===== src/common/mpmem_config.svh =====
`ifndef MPMEM_CONFIG_SVH
`define MPMEM_CONFIG_SVH

// Data word width in bits
`define MPMEM_WIDTH 16

// Number of words in the memory
`define MPMEM_NUMADDR 256

// Address width, log2 of the depth
`define MPMEM_BITADDR 8

// Read ports, also the number of copies per bank
`define MPMEM_NUMRDPT 2

`endif


===== src/common/mpmem_pkg.sv =====
`include "mpmem_config.svh"

package mpmem_pkg;

  // Two write ports, one bank each
  localparam int NUMWRPT = 2;

  typedef logic [`MPMEM_BITADDR-1:0] adr_t;
  typedef logic [`MPMEM_WIDTH-1:0] data_t;

  // Write request, one per write port
  typedef struct packed {
    logic  write;
    adr_t  adr;
    data_t din;
  } wr_req_t;

  // Read request, one per read port
  typedef struct packed {
    logic read;
    adr_t adr;
  } rd_req_t;

  // Read response, valid one cycle after the read
  typedef struct packed {
    logic  vld;
    data_t dout;
  } rd_rsp_t;

endpackage


===== src/rtl/read_select.sv =====
`timescale 1ns/1ps
`include "mpmem_config.svh"

module read_select (
  input  logic                      clk,
  input  logic                      rst,
  input  mpmem_pkg::rd_req_t        rd [`MPMEM_NUMRDPT],
  input  logic                      ready,
  input  logic [`MPMEM_NUMRDPT-1:0] sel,
  input  mpmem_pkg::data_t          bank0_data [`MPMEM_NUMRDPT],
  input  mpmem_pkg::data_t          bank1_data [`MPMEM_NUMRDPT],
  output mpmem_pkg::rd_rsp_t        rsp [`MPMEM_NUMRDPT]
);

  import mpmem_pkg::*;

  logic [`MPMEM_NUMRDPT-1:0] vld_q;
  data_t                     dout_sel [`MPMEM_NUMRDPT];

  // A read counts only while ready
  always_ff @(posedge clk) begin
    if (rst) begin
      vld_q <= '0;
    end else begin
      for (int i = 0; i < `MPMEM_NUMRDPT; i++) begin
        vld_q[i] <= rd[i].read & ready;
      end
    end
  end

  // Pick the bank that holds the live value
  always_comb begin
    for (int i = 0; i < `MPMEM_NUMRDPT; i++) begin
      dout_sel[i] = sel[i] ? bank1_data[i] : bank0_data[i];
    end
  end

  always_comb begin
    for (int i = 0; i < `MPMEM_NUMRDPT; i++) begin
      rsp[i].vld  = vld_q[i];
      rsp[i].dout = dout_sel[i];
    end
  end

endmodule


===== config.mk =====
export PLATFORM = sky130hd
export DESIGN_NAME = read_select
export DESIGN_NICKNAME = d
export VERILOG_FILES = /design/src/common/mpmem_pkg.sv /design/src/rtl/read_select.sv
export VERILOG_INCLUDE_DIRS = /design/src /design/src/common
export SDC_FILE = /design/constraint.sdc
export NUM_CORES = 1
export LEC_CHECK = 0
export BUFFER_PORTS_ARGS = -buffer_cell sky130_fd_sc_hd__buf_2
export CORE_ASPECT_RATIO = 1.75
export CORE_MARGIN = 2
export CORE_UTILIZATION = 23
export DETAILED_ROUTE_END_ITERATION = 10
export GPL_TIMING_DRIVEN = 0
export PLACE_DENSITY = 0.79
export SLEW_MARGIN = 25
export SYNTH_ARGS = -nofsm -noshare
export SYNTH_HDL_FRONTEND = slang
export SYNTH_SLANG_ARGS = --single-unit

===== constraint.sdc =====
create_clock -name clk -period 1.1 [get_ports clk]
set_clock_uncertainty 0.1 [all_clocks]
set_input_delay 0.22 -clock clk [delete_from_list [all_inputs] [get_ports clk]]
set_output_delay 0.22 -clock clk [all_outputs]
set_load 0.01 [all_outputs]

==> results.cfg <==
[final_layout]
fin_util_pct = 63.4
drive_gt1_share_pct = 97.3
fin_nets = 238
largest-register = vld_q
layout_common_cells = buf_2 (70), buf_6 (34), mux2_4 (27)
layout_commonest_cell = buf_2
insertedDiodeCount = 0
fin_area_um2 = 1460
area_growth_syn_to_layout_pct = 163
largestRegisters = vld_q (2)
largest_reg_flops = 2

[yosys]
ys_types = 6
syn-mean-instance-area_um2 = 13.9
netlist_top_cells_area = mux2_4 (54%), mux2_2 (24%), buf_12 (7.2%), dfxtp_1 (7.2%), buf_6 (4.1%)
synth_nets = 127
ys_warn_count = 0
netlist_area_um2 = 556
ys_seq_area_share_pct = 7.21
synth.top_cell.area_share_pct = 54.1
syn_inst = 40
synth-seq-cells = 2
synth.largest_area_cell = mux2_4

[power_and_ir_drop]
vdd_drop_max_v = 0.000281
p_per_area_nw_per_um2 = 682
power_leakage_nw = 0.840

[floorplan]
core_area_um2 = 2300
rows = 23
fp.dieArea_um2 = 2840
dieWidth_um = 41.2
pin_count = 121
start_util_pct = 24.1
die_h_um = 69.0

[clock_tree]
cts_tree = yes
clock_path_buffers = 2
clock-sinks = 2
h-tree-depth = 1
numCtsBuffers = 3
hold_buffers = 0
clk_pin_slew_worst_paths_ns = 0.03
clockRootBuffer = clkbuf_8

[timing]
setup_violations = 27
tns_ns = -2.52
rsz0062_at_grt = true
slew_violations = 0
tightest_slew_ns = 0.0824
max_clock_freq_ghz = 0.820
max_slew_margin_pct = 94.5
fin_crit_ns = 1.22
setup_ws_ns = -0.119
hold_violations = 0
min_period_over_period_pct = 111

[placement]
port_buffers = 102
place_hpwl_mm = 1.87
place_area_um2 = 1100
gp_congestion = 0.780

[drt]
vias_per_cell = 4.55
first_pass_iters = 4
wl_mm = 2.41
drc = 0
wl_per_cell_um = 13.8
drt-initial-drc-count = 5
ant_nets = 0
vias = 791

[setup_path]
critPathCaptureType = primary output
critical_path_arrival_ns = 0.90
worstPathRequired_ns = 0.78
start_kind = input port
crit_type = in -> out
crit_fanout = 8

[flow_run]
max-cap-violations = 0

[global_route]
grtUsageTotal_pct = 15.5
grt_pass1_wl_mm = 3.16
overflow = 0
grt_pass1_vias = 820
grt_start_max_net_pins = 9
antenna_found_initial = 0

[run_status]
outcome = complete, but fails checks
violations = negative setup slack

[hold_path]
hp-class = in -> reg
## final cells by class
cell class	count	area [µm²]
fill	184	842
timing repair buffer	106	788
multi-input combinational	34	479
buffer	4	80.1
clock buffer	3	41.3
sequential	2	40.0
tap	25	31.3
## power breakdown
group          leakage (nW)  total (mW)  switching, mW  internal [mW]
logic                 0.802       0.635          0.201          0.434
clock network        0.0216       0.284         0.0532          0.231
registers            0.0164      0.0766       0.000522         0.0761
## cell usage after synthesis
library cell / count
and3b_1: 2
mux2_2: 12
buf_6: 2
buf_12: 2
mux2_4: 20
dfxtp_1: 2
## stage by stage
stage	std cells	total power, mW	hold slack, ns	worst slack [ns]
final	174	0.996	0.155	-0.119
after global routing	174	1.05	0.156	-0.136
after CTS	172	0.970	0.152	-0.115
after detailed placement	167	0.533	0.365	-0.139
after global placement	167	0.525	0.354	-0.135
after floorplan	40	0.322	0.276	0.00225
## what timing repair did
item | in CTS | in global routing
gates resized for setup | 35 | 11
endpoints found under the setup margin | 32 | 31
gates cloned | 2 | 0
endpoints found under the hold margin | 0 | 0
buffers inserted | 0 | 2
## critical path, cell delays in order
cell and delay [ns]:
buf_12 0.13, buf_16 0.13, mux2_4 0.29, buf_6 0.12
## layer usage
| metal | share of wire, % | track usage, % | vias up |
|---|---|---|---|
| met5 | 0 | 0 | - |
| met4 | 0 | 2.15 | 0 |
| met3 | 15 | 3.54 | 0 |
| met2 | 59 | 34.0 | 82 |
| met1 | 26 | 10.4 | 340 |
| li1 | - | - | 369 |
## worst paths after layout
check / start / cells past startpoint / slack, ns / end
worst max-delay path: sel[0] / 4 / -0.12 / rsp[23]
worst min-delay path: rd[17] / 2 / 0.15 / vld_q[0]
## cell families (layout without fill, tap and decap cells)
logic type,after synthesis,after routing,synth area share [%]
buf+inv,4,113,11.3
simple gates,2,2,3.15
mux,32,32,78.4
flops,2,2,7.21
Note: power is estimated with default switching activity, not from simulation.
