$ cat config.mk
export PLATFORM = sky130hd
export DESIGN_NAME = live_value_table
export DESIGN_NICKNAME = d
export VERILOG_FILES = /design/src/common/mpmem_pkg.sv /design/src/lvt/live_value_table.sv
export VERILOG_INCLUDE_DIRS = /design/src /design/src/common
export SDC_FILE = /design/constraint.sdc
export NUM_CORES = 1
export LEC_CHECK = 0
export BUFFER_PORTS_ARGS = -buffer_cell sky130_fd_sc_hd__buf_4
export CORE_MARGIN = 2
export CORE_UTILIZATION = 55
export DETAILED_ROUTE_END_ITERATION = 8
export GPL_TIMING_DRIVEN = 0
export MAX_ROUTING_LAYER = met4
export PLACE_DENSITY = 0.73
export SYNTH_ARGS = -nofsm -noshare
export SYNTH_HDL_FRONTEND = slang
export SYNTH_SLANG_ARGS = --single-unit
$ cat constraint.sdc
create_clock -name clk -period 2.5 [get_ports clk]
set_input_delay 0.25 -clock clk [delete_from_list [all_inputs] [get_ports clk]]
set_output_delay 0.25 -clock clk [all_outputs]
set_load 0.01 [all_outputs]
$ cat src/common/mpmem_config.svh
`ifndef MPMEM_CONFIG_SVH
`define MPMEM_CONFIG_SVH

// Data word width in bits
`define MPMEM_WIDTH 16

// Number of words in the memory
`define MPMEM_NUMADDR 256

// Address width, log2 of the depth
`define MPMEM_BITADDR 8

// Read ports, also the number of copies per bank
`define MPMEM_NUMRDPT 2

`endif

$ cat src/common/mpmem_pkg.sv
`include "mpmem_config.svh"

package mpmem_pkg;

  // Two write ports, one bank each
  localparam int NUMWRPT = 2;

  typedef logic [`MPMEM_BITADDR-1:0] adr_t;
  typedef logic [`MPMEM_WIDTH-1:0] data_t;

  // Write request, one per write port
  typedef struct packed {
    logic  write;
    adr_t  adr;
    data_t din;
  } wr_req_t;

  // Read request, one per read port
  typedef struct packed {
    logic read;
    adr_t adr;
  } rd_req_t;

  // Read response, valid one cycle after the read
  typedef struct packed {
    logic  vld;
    data_t dout;
  } rd_rsp_t;

endpackage

$ cat src/lvt/live_value_table.sv
`timescale 1ns/1ps
`include "mpmem_config.svh"

module live_value_table (
  input  logic                      clk,
  input  logic                      rst,
  input  mpmem_pkg::wr_req_t        wr [mpmem_pkg::NUMWRPT],
  input  mpmem_pkg::adr_t           rd_adr [`MPMEM_NUMRDPT],
  output logic [`MPMEM_NUMRDPT-1:0] sel,
  output logic                      ready
);

  import mpmem_pkg::*;

  // One bit per word, set when write port 1 wrote it last
  logic lvt [`MPMEM_NUMADDR];

  adr_t clr_adr;
  logic clr_en;
  logic clr_last;
  logic tbl_we [NUMWRPT];

  assign clr_en   = ~ready & ~rst;
  assign clr_last = (clr_adr == adr_t'(`MPMEM_NUMADDR - 1));

  always_comb begin
    for (int p = 0; p < NUMWRPT; p++) begin
      tbl_we[p] = wr[p].write & ready;
    end
  end

  // Sweep counter, ready rises after the last entry is cleared
  always_ff @(posedge clk) begin
    if (rst) begin
      clr_adr <= '0;
      ready   <= 1'b0;
    end else if (clr_en) begin
      clr_adr <= clr_adr + 1'b1;
      if (clr_last) begin
        ready <= 1'b1;
      end
    end
  end

  // Port 1 is applied last so it wins a shared address
  always_ff @(posedge clk) begin
    if (clr_en) begin
      lvt[clr_adr] <= 1'b0;
    end else begin
      for (int p = 0; p < NUMWRPT; p++) begin
        if (tbl_we[p]) begin
          lvt[wr[p].adr] <= 1'(p);
        end
      end
    end
  end

  // Registered lookup, lines up with the bank read data
  always_ff @(posedge clk) begin
    for (int i = 0; i < `MPMEM_NUMRDPT; i++) begin
      sel[i] <= lvt[rd_adr[i]];
    end
  end

endmodule

==> impl_metrics.yaml, run 1 <==
placement:
  numPortBuffers: 29
  place_ws_ns: -1.051
  gp_congestion: 1.031
  dpl.cell_count: 1853
  place_hpwl_um: 36440
sta:
  setup_slack_ns: 0.003774
  fmax_ghz: 0.4006
  hold_viol: 0
  tightestPinTransition_ns: 0.9956
  slew-limit-headroom_pct: 33.63
  skew_ns: 0.01576
  fin_crit_ns: 2.496
  setup_viol_count_final: 0
  finalCritPeriodShare_pct: 99.85
  slew_viol_final: 0
  setup_tns_ns: 0
clock_network:
  clockRootBuffer: "clkbuf_16"
  postCtsHoldBufs: 0
  clkSinkCount: 267
  cts_htree_levels: 1
  path_clk_slew_ns: 0.06
  clk_latency_ns: 0.56
  cts_buffer_depth: 3
  numCtsBuffers: 29
  cts_tree: "built"
setup_path:
  cp_num_cells: 6
  setup.worst_path.start: "lvt[207]"
  path_class: "register to register"
  regToRegSetupSlack_ns: 0.004
  worst-r2r-cell-count: 6
  critical_path_arrival_ns: 2.90
  path_common_cell: "mux4_2"
  end_kind: "register"
  cp-start-kind: "register"
  cp-endpoint: "sel[1]"
  critPathMaxStageDelay_ns: 0.58
  slowest_stage: "a2111oi_2"
  r2r_start: "lvt[207]"
  cpLargestDelayFamily: "multiplexers"
  r2r-end: "sel[1]"
  critPathBufInv: 0
  crit_chain: "mux4_2, mux4_2, mux2i_1, o22ai_1, a2111oi_2, a41oi_1"
  worstPathMaxFanout: 3
  required_ns: 2.91
synth:
  synth_cells: 1500
  synthArstFlopShare_pct: 0
  synth.cell_area_um2: 13580
  synth-seq-cells: 267
  yosysWarnings: 0
  synth-seq-area-share_pct: 39.37
  yosysUniqueCellTypes: 44
  yosys-top-cells-count: "531 x o21ai_0, 267 x dfxtp_1, 140 x mux2i_1"
  synth_edf_count: 0
  yosysMostFrequentCell: "o21ai_0"
  syn_nets: 1569
  synth_top_area_share_pct: 39.37
  synthTopCellsByArea: "dfxtp_1 39%, o21ai_0 20%, mux2i_1 10%, mux4_2 10%, clkbuf_1 2.7%"
  yosysTopAreaCell: "dfxtp_1"
  synthFlopType: "dfxtp_1"
  syn_area_per_cell_um2: 9.050
job:
  cap_violations: 0
power:
  p_leak_nw: 5.495
  total_power_w: 0.009471
  ir_worst_vdd_mv: 0.6573
  powerDensity_nw_per_um2: 607.7
floorplanning:
  initial_core_util_pct: 55.99
  dieArea_um2: 25950
  die_h_um: 161.1
  placementRows: 57
  core_area_um2: 24250
  ios: 71
  die_w_um: 161.1
run_status:
  outcome: "completed"
cells_and_area:
  nNetsFinal: 1639
  fin_util_pct: 64.27
  stdcell_count: 1912
  diodes: 0
  layout-drive-gt1-share_pct: 16.75
  syn_to_final_growth_pct: 14.79
global_routing:
  grt_pass1_vias: 12880
  grt_pass1_wl_um: 77090
  grtUsageTotal_pct: 40.36
  grt_start_max_net_pins: 17
  grt_antenna_before_repair: 1
  grt_overflow: 0
min_path:
  hold_path_class: "primary input to register"
detailed_routing:
  drt_iter0_markers: 1858
  vias: 13500
  wl_per_cell_um: 27.13
  ant_nets: 0
  drt_drc_violations_left: 0
  drt-total-wl_um: 51870
  via_per_inst: 7.060
  drtPass1Iterations: 5
metal layers:
layer / global-route usage [%] / vias to the layer above / routed length (um)
li1: - / 5775 / -
met1: 51.66 / 6550 / 20150
met2: 62.49 / 922 / 23210
met3: 6.985 / 252 / 5438
met4: 19.36 / 0 / 3075
met5: - / - / 0
placed cells by master, fill, tap and decap left out, types with 4 or more instances in the layout:
master / count
o21ai_1: 8
mux4_1: 6
buf_4: 55
nor2b_1: 15
clkinv_2: 4
nor2_1: 40
nor4_1: 8
clkbuf_1: 59
nand2_2: 13
xor2_1: 5
nor3_1: 7
buf_1: 4
clkbuf_16: 29
a221oi_1: 18
dfxtp_1: 267
buf_2: 24
clkbuf_8: 10
nand3_1: 39
mux2_2: 6
nand3_2: 10
inv_1: 11
or3_1: 4
buf_6: 5
nand2_1: 61
mux2i_1: 139
o31ai_4: 4
nand4b_1: 4
clkbuf_2: 25
a22o_1: 6
and2_1: 6
nand3b_1: 17
o21ai_0: 527
nand4_1: 11
o22ai_1: 42
mux4_2: 60
how the worst min path moves through the flow:
stage	to	from	depth (start not counted)	slack (ns)
floorplan	lvt[160]	lvt[160]	2	0.45
global placement	lvt[64]	lvt[64]	2	0.46
detailed placement	lvt[128]	lvt[128]	2	0.48
CTS	lvt[237]	wr[19]	3	0.1
global route	ready	rst	2	0.13
finish	clr_adr[6]	rst	2	0.1
state kept, by name, summed over array words and instances, names as in the netlist:
signal,flops
lvt,256
sel,2
ready,1
clr_adr,8
per-stage QoR:
step | hold slack [ns] | area (um2)
CTS | 0.09909 | 15410
detailed placement | 0.4805 | 14200
floorplan | 0.4514 | 13580
finish | 0.09535 | 15580
global route | 0.1300 | 15580
global placement | 0.4638 | 14200
power by group:
part           internal (W)  switching, W  total, W
Sequential          0.00427     0.0000179   0.00429
Clock               0.00265       0.00180   0.00445
Combinational      0.000253      0.000484  0.000737
timing repair:
item | CTS | global route
resized for setup | 68 | 72
endpoints found under the setup margin | 253 | 199
pin swaps | 4 | 5
buffers inserted | 5 | 7
cell families after synthesis:
logic type	Yosys count	synth area share, %
AO/OA/AOI/OAI	625	24.56
AND/OR/NAND/NOR	243	8.857
buffers and inverters	145	4.728
adder cells (fa/ha/maj)	1	0.09215
multiplexers	212	21.94
XOR/XNOR	7	0.4516
flip-flops	267	39.37
cell type report:
| class | instances | area, um2 |
|---|---|---|
| well taps | 324 | 405.4 |
| multi-input cells | 1088 | 7830 |
| plain buffers | 132 | 689.4 |
| clock buffers | 42 | 854.6 |
| repair buffers | 41 | 307.8 |
| flip-flops and latches | 267 | 5345 |
| fillers | 2082 | 8665 |
| inverters | 11 | 41.29 |
| clock inverters | 7 | 110.1 |
No activity file was read; power rests on OpenSTA's default activity.
==> run 2: changes to the inputs <==
ABC_AREA = 1   (was default)
==> run 2 against run 1 <==
Cell count rose by 40%. Highest routed layer unchanged. Largest cell class unchanged. Via count increased by 31%. Global-route usage rose by 9.9 points. The run now ends with design-rule violations, negative hold slack, negative setup slack left. Sequential cell count stayed put.
==> impl_metrics.yaml, run 2 <==
sta:
  setup_slack_ns: -0.004745
  hold_viol: 1
  setup_tns_ns: -0.009396
  finalCritPeriodShare_pct: 100.2
  worst_hold_slack_ns: -0.005042
  setup_viol_count_final: 3
  slew-limit-headroom_pct: 15.54
  fin_crit_ns: 2.505
  rsz0062_at_grt: "yes"
  slew_viol_final: 0
  fmax_ghz: 0.3992
  tightestPinTransition_ns: 1.267
  skew_ns: 0.01857
setup_path:
  end_kind: "register"
  worst-r2r-cell-count: 7
  cp_num_cells: 7
  setup.worst_path.start: "ready"
  critPathBufInv: 4
  critical_path_arrival_ns: 2.91
  path_class: "register to register"
  r2r-end: "lvt[122]"
  cp-endpoint: "lvt[122]"
  regToRegSetupSlack_ns: -0.005
  worstPathMaxFanout: 10
  required_ns: 2.90
  cp-start-kind: "register"
  crit_chain: "buf_6, nand2_1, inv_2, clkbuf_1, nand2_1, clkbuf_1, o21ai_0"
  r2r_start: "ready"
  slowest_stage: "clkbuf_1"
  critPathMaxStageDelay_ns: 0.96
  cpLargestDelayFamily: "buffers and inverters"
global_routing:
  grt_pass1_vias: 16220
  grtUsageTotal_pct: 50.24
  grt_start_max_net_pins: 15
  grt_antenna_before_repair: 1
  grt_overflow: 0
  grt_pass1_wl_um: 101300
synth:
  yosysUniqueCellTypes: 27
  synth.cell_area_um2: 14420
  synth_edf_count: 0
  synthArstFlopShare_pct: 0
  synthFlopType: "dfxtp_1"
  yosysTopAreaCell: "dfxtp_1"
  synth_cells: 2262
  synthTopCellsByArea: "dfxtp_1 37%, nand3_1 17%, nand2_1 16%, o21ai_0 11%, o21ai_1 7.2%"
  synth-seq-area-share_pct: 37.06
  synth_top_area_share_pct: 37.06
  syn_area_per_cell_um2: 6.375
  synth-seq-cells: 267
  yosysWarnings: 0
  syn_nets: 2331
  yosys-top-cells-count: "616 x nand2_1, 496 x nand3_1, 309 x o21ai_0"
  yosysMostFrequentCell: "nand2_1"
cells_and_area:
  num-fill-cells: 2494
  largest_reg_flops: 256
  final_common_cell: "nand2_1"
  regMostFlops: "lvt"
  fin_util_pct: 62.53
  final_cell_mix: "611 x nand2_1, 496 x nand3_1, 309 x o21ai_0"
  syn_to_final_growth_pct: 12.35
  layout-drive-gt1-share_pct: 7.751
  reg_top3: "lvt: 256 flops, clr_adr: 8 flops, sel: 2 flops"
  nNetsFinal: 2396
clock_network:
  numCtsBuffers: 30
  cts_htree_levels: 1
  clockRootBuffer: "clkbuf_16"
  cts_tree: "built"
  path_clk_slew_ns: 0.07
  clkSinkCount: 267
  clk_latency_ns: 0.59
  cts_buffer_depth: 3
  cts_setup_buffers: 0
detailed_routing:
  ant_nets: 0
  drt-total-wl_um: 69700
  wl_per_cell_um: 25.97
  vias: 17730
  drtPass1Iterations: 9
  drt_drc_violations_left: 1
  via_per_inst: 6.604
  drt_iter0_markers: 3459
placement:
  gp_congestion: 1.137
  place_hpwl_um: 48280
  numPortBuffers: 31
min_path:
  hold_path_class: "primary input to register"
run_status:
  outcome: "complete, but fails checks"
  violations: "design-rule violations, negative hold slack, negative setup slack"
floorplanning:
  ios: 71
  die_h_um: 165.9
  initial_core_util_pct: 55.66
  placementRows: 59
  dieArea_um2: 27530
  die_w_um: 165.9
  core_area_um2: 25910
power:
  p_leak_nw: 5.725
  ir_worst_vdd_mv: 0.7457
  powerDensity_nw_per_um2: 633.2
job:
  cap_violations: 0
## run 2: area by class of cell
class | instances | area (um2) | share of cell area (%)
clock inverters | 13 | 202.7 | 1.251
flip-flops and latches | 267 | 5345 | 32.99
multi-input cells | 1730 | 7993 | 49.33
diodes | 1 | 2.502 | 0.01544
plain buffers | 173 | 763.2 | 4.710
well taps | 335 | 419.2 | 2.587
repair buffers | 33 | 252.7 | 1.560
inverters | 92 | 345.3 | 2.131
clock buffers | 40 | 879.6 | 5.429
## run 2: how the worst min path moves through the flow
stage,start,end,slack (ns),cells past startpoint
global placement,clr_adr[7],ready,0.46,2
CTS,rd_adr[14],sel[0],0.002,4
global route,rd_adr[6],sel[1],0.03,4
detailed placement,clr_adr[7],ready,0.47,2
floorplan,rd_adr[15],sel[0],0.38,2
finish,rd_adr[14],sel[0],-0.005,4
## run 2: repair_timing
| action | in CTS | in global routing |
|---|---|---|
| hold buffers | 2 | 0 |
| endpoints found under the hold margin | 2 | 0 |
| gates resized for setup | 0 | 19 |
| endpoints found under the setup margin | 0 | 85 |
## run 2: per-layer routing
layer / global-route usage, % / wire length [um] / vias to the layer above
met1: 63.71 / 25400 / 8102
met3: 15.59 / 11080 / 367
li1: - / - / 7764
met2: 71.32 / 28310 / 1492
met5: - / 0 / -
met4: 27.18 / 4916 / 0
## run 2: tightest hold or removal path: cells and delay by family
kind,cells,cell delay (ns)
simple gates,3,0.20
buf+inv,1,0.09
## run 2: metrics by stage
stage	power (W)	cells	worst slack, ns	area, um2	hold slack (ns)
global placement	0.005378	2628	-0.04324	15070	0.4646
global route	0.01040	2684	-0.09081	16200	0.03365
detailed placement	0.005387	2628	-0.05677	15070	0.4700
floorplan	0.004958	2262	0.6897	14420	0.3845
CTS	0.01010	2683	0.07317	16180	0.002226
finish	0.01026	2684	-0.004745	16200	-0.005042
## run 2: power breakdown
group	internal (W)	switching (W)
Sequential	0.00427	0.0000141
Clock	0.00297	0.00191
Combinational	0.000259	0.000836
## run 2: cells by family after synthesis
| kind of cell | share of synthesized area, % |
|---|---|
| buffers and inverters | 7.652 |
| flip-flops | 37.06 |
| AO/OA/AOI/OAI | 18.82 |
| adder cells (fa/ha/maj) | 0.08675 |
| AND/OR/NAND/NOR | 36.38 |
